===== src/source/egress_params.svh =====
////////////////////////////////////////////////////////////
// Egress router sizing with port counts, widths, buffer
// depth and counter width
////////////////////////////////////////////////////////////

`ifndef EGRESS_PARAMS_SVH
`define EGRESS_PARAMS_SVH

// Input stream word size in bytes
`define EGR_DATA_BYTES 8

// Port arrays with the narrow ports on the low indices
`define NUM_8B_PORTS 2
`define NUM_32B_PORTS 1
`define NUM_PORTS 3
`define PORT_IDX_W 2

// Words held by each port buffer
`define PORT_FIFO_DEPTH 16

// Status block
`define CNT_W 16
`define APB_ADDR_W 8

`endif

===== src/source/egress_regs_pkg.sv =====
////////////////////////////////////////////////////////////
// APB request/response structs and register map
////////////////////////////////////////////////////////////

`include "egress_params.svh"

package egress_regs_pkg;

    typedef struct packed {
        logic                   sel;
        logic                   enable;
        logic                   write;
        logic [`APB_ADDR_W-1:0] addr;
        logic [31:0]            wdata;
    } apb_req_t;

    typedef struct packed {
        logic [31:0] rdata;
        logic        ready;
        logic        slverr;
    } apb_rsp_t;

    typedef enum logic [`APB_ADDR_W-1:0] {
        PKT_CNT_0 = 8'h00,
        PKT_CNT_1 = 8'h04,
        PKT_CNT_2 = 8'h08,
        DROP_CNT  = 8'h0C
    } reg_addr_e;

endpackage


===== src/source/egress_types_pkg.sv =====
////////////////////////////////////////////////////////////
// Stream, port index and counter types plus the downsizer
// state encoding
////////////////////////////////////////////////////////////

`include "egress_params.svh"

package egress_types_pkg;

    typedef logic [`EGR_DATA_BYTES*8-1:0] egr_data_t;
    typedef logic [`EGR_DATA_BYTES-1:0]   egr_keep_t;
    typedef logic [`PORT_IDX_W-1:0]       port_idx_t;
    typedef logic [`CNT_W-1:0]            cnt_t;

    // Beat on the input stream from the switching core
    typedef struct packed {
        egr_data_t data;
        egr_keep_t keep;
        logic      last;
        port_idx_t port;
    } egr_beat_t;

    // Word as held in a port buffer with the destination already resolved
    typedef struct packed {
        egr_data_t data;
        egr_keep_t keep;
        logic      last;
    } port_word_t;

    typedef enum logic {
        DS_IDLE,
        DS_EMIT
    } ds_state_e;

endpackage


===== src/source/egress_router.sv =====
////////////////////////////////////////////////////////////
// Egress router top with demux, port downsizers and status block
////////////////////////////////////////////////////////////

`timescale 1ns/10ps

`include "egress_params.svh"

module egress_router
    import egress_types_pkg::*;
    import egress_regs_pkg::*;
(
    input  logic                               clk_ifc,
    input  logic                               rst_n,

    input  egr_beat_t                          egr_in,
    input  logic                               egr_valid,
    output logic                               egr_ready,

    output logic [`NUM_8B_PORTS-1:0][7:0]      port8_data,
    output logic [`NUM_8B_PORTS-1:0]           port8_last,
    output logic [`NUM_8B_PORTS-1:0]           port8_valid,
    input  logic [`NUM_8B_PORTS-1:0]           port8_ready,

    output logic [31:0]                        port32_data,
    output logic [3:0]                         port32_keep,
    output logic                               port32_last,
    output logic                               port32_valid,
    input  logic                               port32_ready,

    input  apb_req_t                           apb_req,
    output apb_rsp_t                           apb_rsp
);

    port_word_t            port_word;
    logic [`NUM_PORTS-1:0] port_valid;
    logic [`NUM_PORTS-1:0] port_ready;
    logic [`NUM_PORTS-1:0] pkt_done;
    logic                  drop_evt;

    egress_demux u_demux (
        .clk_ifc    ( clk_ifc    ),
        .rst_n      ( rst_n      ),
        .egr_in     ( egr_in     ),
        .egr_valid  ( egr_valid  ),
        .egr_ready  ( egr_ready  ),
        .port_word  ( port_word  ),
        .port_valid ( port_valid ),
        .port_ready ( port_ready ),
        .drop_evt   ( drop_evt   )
    );

    ////////////////////////////////////////////////////////////
    // Port downsizers with the narrow ports on the low indices

    for (genvar i = 0; i < `NUM_8B_PORTS; i++) begin : g_port8
        port_downsizer #(
            .OUT_BYTES ( 1 )
        ) u_ds8 (
            .clk_ifc   ( clk_ifc        ),
            .rst_n     ( rst_n          ),
            .in_word   ( port_word      ),
            .in_valid  ( port_valid[i]  ),
            .in_ready  ( port_ready[i]  ),
            .out_data  ( port8_data[i]  ),
            .out_keep  (                ),
            .out_last  ( port8_last[i]  ),
            .out_valid ( port8_valid[i] ),
            .out_ready ( port8_ready[i] ),
            .pkt_done  ( pkt_done[i]    )
        );
    end

    port_downsizer #(
        .OUT_BYTES ( 4 )
    ) u_ds32 (
        .clk_ifc   ( clk_ifc                   ),
        .rst_n     ( rst_n                     ),
        .in_word   ( port_word                 ),
        .in_valid  ( port_valid[`NUM_8B_PORTS] ),
        .in_ready  ( port_ready[`NUM_8B_PORTS] ),
        .out_data  ( port32_data               ),
        .out_keep  ( port32_keep               ),
        .out_last  ( port32_last               ),
        .out_valid ( port32_valid              ),
        .out_ready ( port32_ready              ),
        .pkt_done  ( pkt_done[`NUM_8B_PORTS]   )
    );

    egress_status_regs u_status (
        .clk_ifc  ( clk_ifc  ),
        .rst_n    ( rst_n    ),
        .pkt_done ( pkt_done ),
        .drop_evt ( drop_evt ),
        .apb_req  ( apb_req  ),
        .apb_rsp  ( apb_rsp  )
    );

endmodule


===== src/source/egress_status_regs.sv =====
////////////////////////////////////////////////////////////
// APB status block with packet and drop counters
////////////////////////////////////////////////////////////

`timescale 1ns/10ps

`include "egress_params.svh"

module egress_status_regs
    import egress_types_pkg::*;
    import egress_regs_pkg::*;
(
    input  logic                  clk_ifc,
    input  logic                  rst_n,

    input  logic [`NUM_PORTS-1:0] pkt_done,
    input  logic                  drop_evt,

    input  apb_req_t              apb_req,
    output apb_rsp_t              apb_rsp
);

    // Port counters first and the drop counter in the top slot
    localparam int NUM_CNT = `NUM_PORTS + 1;
    localparam int SEL_W   = $clog2(NUM_CNT);

    cnt_t               cnt_q [NUM_CNT];
    logic [NUM_CNT-1:0] evt;
    logic [NUM_CNT-1:0] clr;
    logic [SEL_W-1:0]   sel_idx;
    logic               addr_hit;
    logic               access;

    assign evt    = {drop_evt, pkt_done};
    assign access = apb_req.sel && apb_req.enable;

    ////////////////////////////////////////////////////////////
    // Address decode

    always_comb begin
        addr_hit = 1'b1;
        sel_idx  = '0;
        case (apb_req.addr)
            PKT_CNT_0: sel_idx = SEL_W'(0);
            PKT_CNT_1: sel_idx = SEL_W'(1);
            PKT_CNT_2: sel_idx = SEL_W'(2);
            DROP_CNT:  sel_idx = SEL_W'(3);
            default:   addr_hit = 1'b0;
        endcase
    end

    always_comb begin
        clr = '0;
        if (access && apb_req.write && addr_hit) begin
            clr[sel_idx] = 1'b1;
        end
    end

    // Every access completes in its first enable cycle
    always_comb begin
        apb_rsp.ready  = access;
        apb_rsp.slverr = access && !addr_hit;
        apb_rsp.rdata  = '0;
        if (access && !apb_req.write && addr_hit) begin
            apb_rsp.rdata = 32'(cnt_q[sel_idx]);
        end
    end

    ////////////////////////////////////////////////////////////
    // Counters

    // An event landing with a clear is kept as the first count
    always_ff @(posedge clk_ifc) begin
        for (int i = 0; i < NUM_CNT; i++) begin
            if (!rst_n) begin
                cnt_q[i] <= '0;
            end else if (clr[i]) begin
                cnt_q[i] <= evt[i] ? cnt_t'(1) : '0;
            end else if (evt[i]) begin
                cnt_q[i] <= cnt_q[i] + 1'b1;
            end
        end
    end

    a_enable_needs_sel: assert property (
        @(posedge clk_ifc) disable iff (!rst_n)
        apb_req.enable |-> apb_req.sel
    ) else $error("egress_status_regs: enable without sel");

endmodule


===== src/source/port_downsizer.sv =====
////////////////////////////////////////////////////////////
// Port word buffer with 64-bit to narrow width conversion
////////////////////////////////////////////////////////////

`timescale 1ns/10ps

`include "egress_params.svh"

module port_downsizer import egress_types_pkg::*; #(
    parameter int OUT_BYTES = 1
) (
    input  logic                   clk_ifc,
    input  logic                   rst_n,

    input  port_word_t             in_word,
    input  logic                   in_valid,
    output logic                   in_ready,

    output logic [OUT_BYTES*8-1:0] out_data,
    output logic [OUT_BYTES-1:0]   out_keep,
    output logic                   out_last,
    output logic                   out_valid,
    input  logic                   out_ready,

    output logic                   pkt_done
);

    localparam int DEPTH    = `PORT_FIFO_DEPTH;
    localparam int AW       = $clog2(DEPTH);
    localparam int OUT_BITS = OUT_BYTES * 8;
    localparam int NCHUNK   = `EGR_DATA_BYTES / OUT_BYTES;
    localparam int IDX_W    = (NCHUNK > 1) ? $clog2(NCHUNK) : 1;

    port_word_t       mem [DEPTH];
    logic [AW-1:0]    wr_ptr;
    logic [AW-1:0]    rd_ptr;
    logic [AW:0]      count;
    ds_state_e        state;
    logic [IDX_W-1:0] chunk_idx;
    port_word_t       head;
    egr_keep_t        keep_rest;
    logic             last_chunk;
    logic             push;
    logic             pop;
    logic             out_hs;

    assign in_ready = count != (AW+1)'(DEPTH);
    assign push     = in_valid && in_ready;

    ////////////////////////////////////////////////////////////
    // Circular buffer

    always_ff @(posedge clk_ifc) begin
        if (push) begin
            mem[wr_ptr] <= in_word;
        end
    end

    always_ff @(posedge clk_ifc) begin
        if (!rst_n) begin
            wr_ptr <= '0;
            rd_ptr <= '0;
            count  <= '0;
        end else begin
            if (push) begin
                wr_ptr <= wr_ptr + 1'b1;
            end
            if (pop) begin
                rd_ptr <= rd_ptr + 1'b1;
            end
            case ({push, pop})
                2'b10:   count <= count + 1'b1;
                2'b01:   count <= count - 1'b1;
                default: count <= count;
            endcase
        end
    end

    ////////////////////////////////////////////////////////////
    // Chunk emission

    // Head word is read straight from the buffer
    assign head = mem[rd_ptr];

    // Keep is contiguous, so no bits above this chunk means it is the final one
    assign keep_rest  = head.keep >> ((int'(chunk_idx) + 1) * OUT_BYTES);
    assign last_chunk = keep_rest == '0;

    assign out_valid = state == DS_EMIT;
    assign out_data  = head.data[chunk_idx*OUT_BITS +: OUT_BITS];
    assign out_keep  = head.keep[chunk_idx*OUT_BYTES +: OUT_BYTES];
    assign out_last  = head.last && last_chunk;
    assign out_hs    = out_valid && out_ready;
    assign pop       = out_hs && last_chunk;
    assign pkt_done  = out_hs && out_last;

    always_ff @(posedge clk_ifc) begin
        if (!rst_n) begin
            state     <= DS_IDLE;
            chunk_idx <= '0;
        end else begin
            case (state)
                // Buffer is empty here until the next push
                DS_IDLE: begin
                    if (push) begin
                        state <= DS_EMIT;
                    end
                end
                DS_EMIT: begin
                    if (out_hs) begin
                        if (last_chunk) begin
                            chunk_idx <= '0;
                            if (count == (AW+1)'(1) && !push) begin
                                state <= DS_IDLE;
                            end
                        end else begin
                            chunk_idx <= chunk_idx + 1'b1;
                        end
                    end
                end
                default: state <= DS_IDLE;
            endcase
        end
    end

    // Pointers only meet on a push when the buffer is empty
    a_no_push_full: assert property (
        @(posedge clk_ifc) disable iff (!rst_n)
        push |-> (wr_ptr != rd_ptr) || (state == DS_IDLE)
    ) else $error("port_downsizer: push into a full buffer");

    a_out_stable: assert property (
        @(posedge clk_ifc) disable iff (!rst_n)
        out_valid && !out_ready |=> out_valid && $stable(out_data)
                                    && $stable(out_keep) && $stable(out_last)
    ) else $error("port_downsizer: output changed while stalled");

endmodule


===== src/source/egress_demux.sv =====
////////////////////////////////////////////////////////////
// Input stream steering to the per-port buffers
////////////////////////////////////////////////////////////

`timescale 1ns/10ps

`include "egress_params.svh"

module egress_demux import egress_types_pkg::*; (
    input  logic                  clk_ifc,
    input  logic                  rst_n,

    input  egr_beat_t             egr_in,
    input  logic                  egr_valid,
    output logic                  egr_ready,

    output port_word_t            port_word,
    output logic [`NUM_PORTS-1:0] port_valid,
    input  logic [`NUM_PORTS-1:0] port_ready,

    output logic                  drop_evt
);

    logic      port_exists;
    logic      egr_hs;
    logic      in_pkt;
    port_idx_t pkt_port;

    // Index 3 has no port behind it
    assign port_exists = egr_in.port < port_idx_t'(`NUM_PORTS);

    // Same word goes to every buffer and only the addressed one sees valid
    always_comb begin
        port_word.data = egr_in.data;
        port_word.keep = egr_in.keep;
        port_word.last = egr_in.last;
    end

    always_comb begin
        port_valid = '0;
        if (egr_valid && port_exists) begin
            port_valid[egr_in.port] = 1'b1;
        end
    end

    // Absent ports always accept so the packet drains away
    assign egr_ready = port_exists ? port_ready[egr_in.port] : 1'b1;
    assign egr_hs    = egr_valid && egr_ready;
    assign drop_evt  = egr_hs && !port_exists && egr_in.last;

    ////////////////////////////////////////////////////////////
    // Packet tracking

    always_ff @(posedge clk_ifc) begin
        if (!rst_n) begin
            in_pkt <= 1'b0;
        end else if (egr_hs) begin
            in_pkt <= !egr_in.last;
        end
    end

    always_ff @(posedge clk_ifc) begin
        if (egr_hs) begin
            pkt_port <= egr_in.port;
        end
    end

    // Destination must hold for a whole packet
    a_port_constant: assert property (
        @(posedge clk_ifc) disable iff (!rst_n)
        egr_hs && in_pkt |-> egr_in.port == pkt_port
    ) else $error("egress_demux: port field changed inside a packet");

endmodule


===== config.mk =====
export PLATFORM = sky130hd
export DESIGN_NAME = egress_router
export DESIGN_NICKNAME = d
export VERILOG_FILES = /design/src/source/egress_regs_pkg.sv /design/src/source/egress_types_pkg.sv /design/src/source/egress_router.sv /design/src/source/egress_status_regs.sv /design/src/source/port_downsizer.sv /design/src/source/egress_demux.sv
export VERILOG_INCLUDE_DIRS = /design/src /design/src/source
export SDC_FILE = /design/constraint.sdc
export NUM_CORES = 2
export LEC_CHECK = 0
export ABC_AREA = 1
export BUFFER_PORTS_ARGS = -buffer_cell sky130_fd_sc_hd__buf_2
export CORE_UTILIZATION = 25
export CTS_CLUSTER_SIZE = 30
export DETAILED_ROUTE_END_ITERATION = 16
export PLACE_DENSITY_LB_ADDON = 0.12
export SYNTH_ARGS = -nofsm -noshare
export SYNTH_HDL_FRONTEND = slang
export SYNTH_SLANG_ARGS = --single-unit
export TNS_END_PERCENT = 50

===== constraint.sdc =====
create_clock -name clk_ifc -period 14.7 [get_ports clk_ifc]
set_clock_uncertainty 0.15 [all_clocks]
set_input_delay 2.205 -clock clk_ifc [delete_from_list [all_inputs] [get_ports clk_ifc]]
set_output_delay 2.205 -clock clk_ifc [all_outputs]
set_load 0.1 [all_outputs]

==> impl_summary.txt <==
----------------------------------------------------
[Clock network]
  Clk sink count ... 3597
  TritonCTS clock tree ... yes
  Buffer depth of the longest clock path ... 4
  Cell chosen for the clock root ... clkbuf_16
  Clock transition at the register clock pins on the worst setup and hold paths after CTS ... 0.06 ns
  Post-CTS Setup Inserts ... 0
  CTS resizes ... 0
  Number of hold-repair buffers added at the cts stage ... 0
  TritonCTS Buffers ... 416
  Latest clock arrival within the worst-skew pair ... 1.02 ns
  # H-tree levels ... 5

[Global routing]
  Largest net degree at the start of global routing ... 211
  Overall fraction of global-route tracks in use ... 17.20%
  Remaining global-route overflow ... 0
  Vias in the first global route ... 91.77k
  Number of antenna violations at the first check in global routing ... 60
  Wire length of the first global-routing pass ... 710.1 mm

[Detailed routing]
  Remaining routing DRC violations ... 0
  Highest signal layer in the routed design ... met5
  Detailed route wirelength on metal3 ... 23.82 mm
  Detailed-router iteration count before antenna repair ... 7
  Antenna Nets Post-Route ... 0
  Routed vias/inst ... 4.878
  Count of routing violations after the opening detailed-route iteration ... 8218
  Routed length per instance ... 27.13 um
  Via count of the routed design ... 91.93k
  Total length of routed wires ... 511.2 mm
  Sum of met2 wire segment lengths after detailed routing ... 247.7 mm
  Post-route met1 wirelength ... 227.6 mm

[Synth]
  Post-Syn Instances ... 10.88k
  Flip-flop and latch count after synthesis ... 3597
  Netlist area before placement ... 143000 um2
  Area fraction of the dominant cell type after synthesis ... 74.23%
  Average cell area after synthesis ... 13.15 um2
  Leading post-synthesis cells by cell area ... edfxtp_1 (74%), o21ai_0 (6.2%), nor2_1 (5.2%), o22ai_1 (2.6%), nand2_1 (1.6%)
  Synth unique cells ... 52
  Yosys warning count ... 0
  Share of synthesized registers carrying an async set or reset ... 0%
  Synth Flop Type ... edfxtp_1
  Share of synthesized area occupied by flip-flops and latches ... 75.09%
  Number of enable-type register cells in the synthesized netlist ... 3536
  Post-synth top area cell ... edfxtp_1

[Cells and area]
  Final Instance Area ... 165700 um2
  Filler cell count ... 57.20k
  Share of post-route cells with drive strength above 1 ... 9.789%
  Leading cell type in the layout, fill and taps excluded ... edfxtp_1
  Leading cell types in the layout, fill and taps excluded ... edfxtp_1 (3536), nor2_1 (1939), o21ai_0 (1759), nand2_1 (626), o22ai_1 (586)
  Number of non-filler instances in the completed layout ... 18.85k
  Relative area change from synthesis to final layout ... 15.82%
  Fin nets ... 11.10k
  Final core utilization ... 29.09%

[Floorplan]
  Num ports ... 217
  Die outline area ... 575200 um2
  Die boundary height ... 758.4 um
  Placeable core region ... 569400 um2
  Die boundary width ... 758.4 um
  Initial Utilization ... 25.12%
  Number of placement rows ... 277

[STA]
  Final count of negative-setup-slack endpoints ... 0
  Sum of negative setup slack ... 0 ns
  Achievable frequency ... 110.5 MHz
  Unrepaired setup endpoints after global routing ... no
  Fin Hold WS ... 0.2986 ns
  Final hold violation count ... 0
  Final-report max-slew violation count ... 0
  Post-route fraction of the period consumed by the critical path ... 61.56%
  Period minus WS final ... 9.049 ns
  Max-slew headroom ... 8.633%
  Worst-margin pin slew ... 1.367 ns

[Power]
  PwrDens ... 132.2 nW/um2
  Leakage Power ... 52.90 nW
  Maximum ir drop on the vdd rail ... 101.8 uV

[Outcome]
  Status ... completed

[Setup path]
  Kind of launch point of the worst setup path ... register
  Maximum fanout count along the critical path ... 179
  Required time worst endpoint ... 12.35 ns
  CP arrival ... 6.69 ns
  Worst Path Class, Setup ... reg2out
  Worst Setup End Kind ... output pin

[Place]
  Area post-placement ... 152500 um2
  Quantity of I/O buffers inserted on ports ... 168
  Detailed placer's ending HPWL ... 253.1 mm
  DP Cell Count ... 18.06k
  Final GP Congestion ... 0.7455

[Worst hold path]
  Worst Hold Class ... reg2reg

[Flow run]
  Max-cap violation count ... 0

----------------------------------------------------
[area by class of cell]
type	instances	area, um2	share of cell area [%]
Clock inverter	250	2285	1.379
Inverter	232	947.2	0.5717
Antenna cell	15	37.54	0.02266
Timing Repair Buffer	420	3008	1.816
Multi-Input combinational cell	6280	31620	19.09
Tap cell	7533	9425	5.689
Clock buffer	519	10900	6.578
Sequential cell	3597	107500	64.86
[cell families (layout without fill, tap and decap cells)]
kind of cell    count (synthesis)  in the layout  share of synthesized area, %
flops                        3597           3597                         75.09
simple gates                 3208           3208                         9.206
compound gates               2966           2966                         11.97
buf+inv                      1018           1421                         3.098
xor+xnor                       57             57                        0.3490
fa+ha+maj                      33             33                        0.2887
other cells                     1             31                      0.002622
[power by group]
part	internal, mW	total, mW	switching, mW
registers	11.3	11.3	0.0185
logic	0.0742	0.553	0.479
clock network	5.72	10.0	4.30
total	17.1	21.9	4.80
[final timing paths]
path / from / endpoint / slack, ns / cells past startpoint
setup reg to reg: register / u_status.cnt_q[2][3] / 9.20 / 15
hold / removal: g_port8[0].u_ds8.count[4] / g_port8[0].u_ds8.count[4] / 0.30 / 1
setup / recovery: register / port8_data[9] / 5.65 / 15
hold reg to reg: g_port8[0].u_ds8.count[4] / g_port8[0].u_ds8.count[4] / 0.30 / 1
[routing by layer]
layer  vias up  track usage (%)
met5         -                0
met4         8            4.053
met3       638            1.994
met2      2495            29.66
met1     48010            23.08
li1      40780                -
[critical path, stage by stage (launching register included)]
cell	delay [ns]
dfxtp_4	0.34
buf_12	0.30
inv_8	0.65
buf_12	0.67
buf_4	0.77
buf_4	0.70
o21ai_0	0.16
o22ai_1	0.19
or2_1	0.13
o211ai_1	0.14
o211ai_1	0.17
nand3_1	0.10
nand4_1	0.12
nand2_1	0.29
inv_1	0.15
buf_2	0.44
[Yosys cell counts, types with 3 or more instances]
cell type / n
a31oi_1: 37
nand2_1: 626
clkinv_1: 10
xnor2_1: 15
or2_2: 3
or2_0: 27
o31ai_1: 3
xor2_1: 42
nand4_1: 90
o221ai_1: 208
a21oi_1: 89
a32o_1: 3
buf_2: 198
buf_6: 19
a221oi_1: 12
ha_1: 33
buf_1: 16
o211ai_2: 6
nor3_1: 33
nor3_2: 18
o21ai_1: 42
dfxtp_1: 61
inv_2: 5
edfxtp_1: 3536
a22oi_1: 12
or2_1: 39
a221o_1: 5
inv_1: 215
o211ai_1: 170
o21ai_0: 1759
nand3_1: 354
a211oi_1: 3
nand2_2: 5
o22ai_1: 586
nor2_1: 1987
clkbuf_1: 495
nor2_2: 10
a32oi_1: 27
nor4_1: 4
buf_4: 57
nor3b_1: 4
[state kept, by name, indices dropped and copies added, names as in the netlist, named ones only]
register                 cells
g_port8.u_ds8.mem         2304
u_ds32.mem                1168
u_status.cnt_q              64
g_port8.u_ds8.count         10
g_port8.u_ds8.rd_ptr         8
g_port8.u_ds8.wr_ptr         8
g_port8.u_ds8.chunk_idx      6
u_ds32.count                 5
u_ds32.rd_ptr                4
u_ds32.wr_ptr                4
g_port8.u_ds8.out_valid      2
u_ds32.chunk_idx             1
u_ds32.out_valid             1
[per-stage QoR]
stage,power [mW],setup slack [ns]
floorplan,11.74,6.356
global placement,12.09,6.599
detailed placement,12.10,6.525
CTS,22.19,5.520
global route,22.56,5.245
finish,21.89,5.651
No activity file was read; power rests on OpenSTA's default activity.
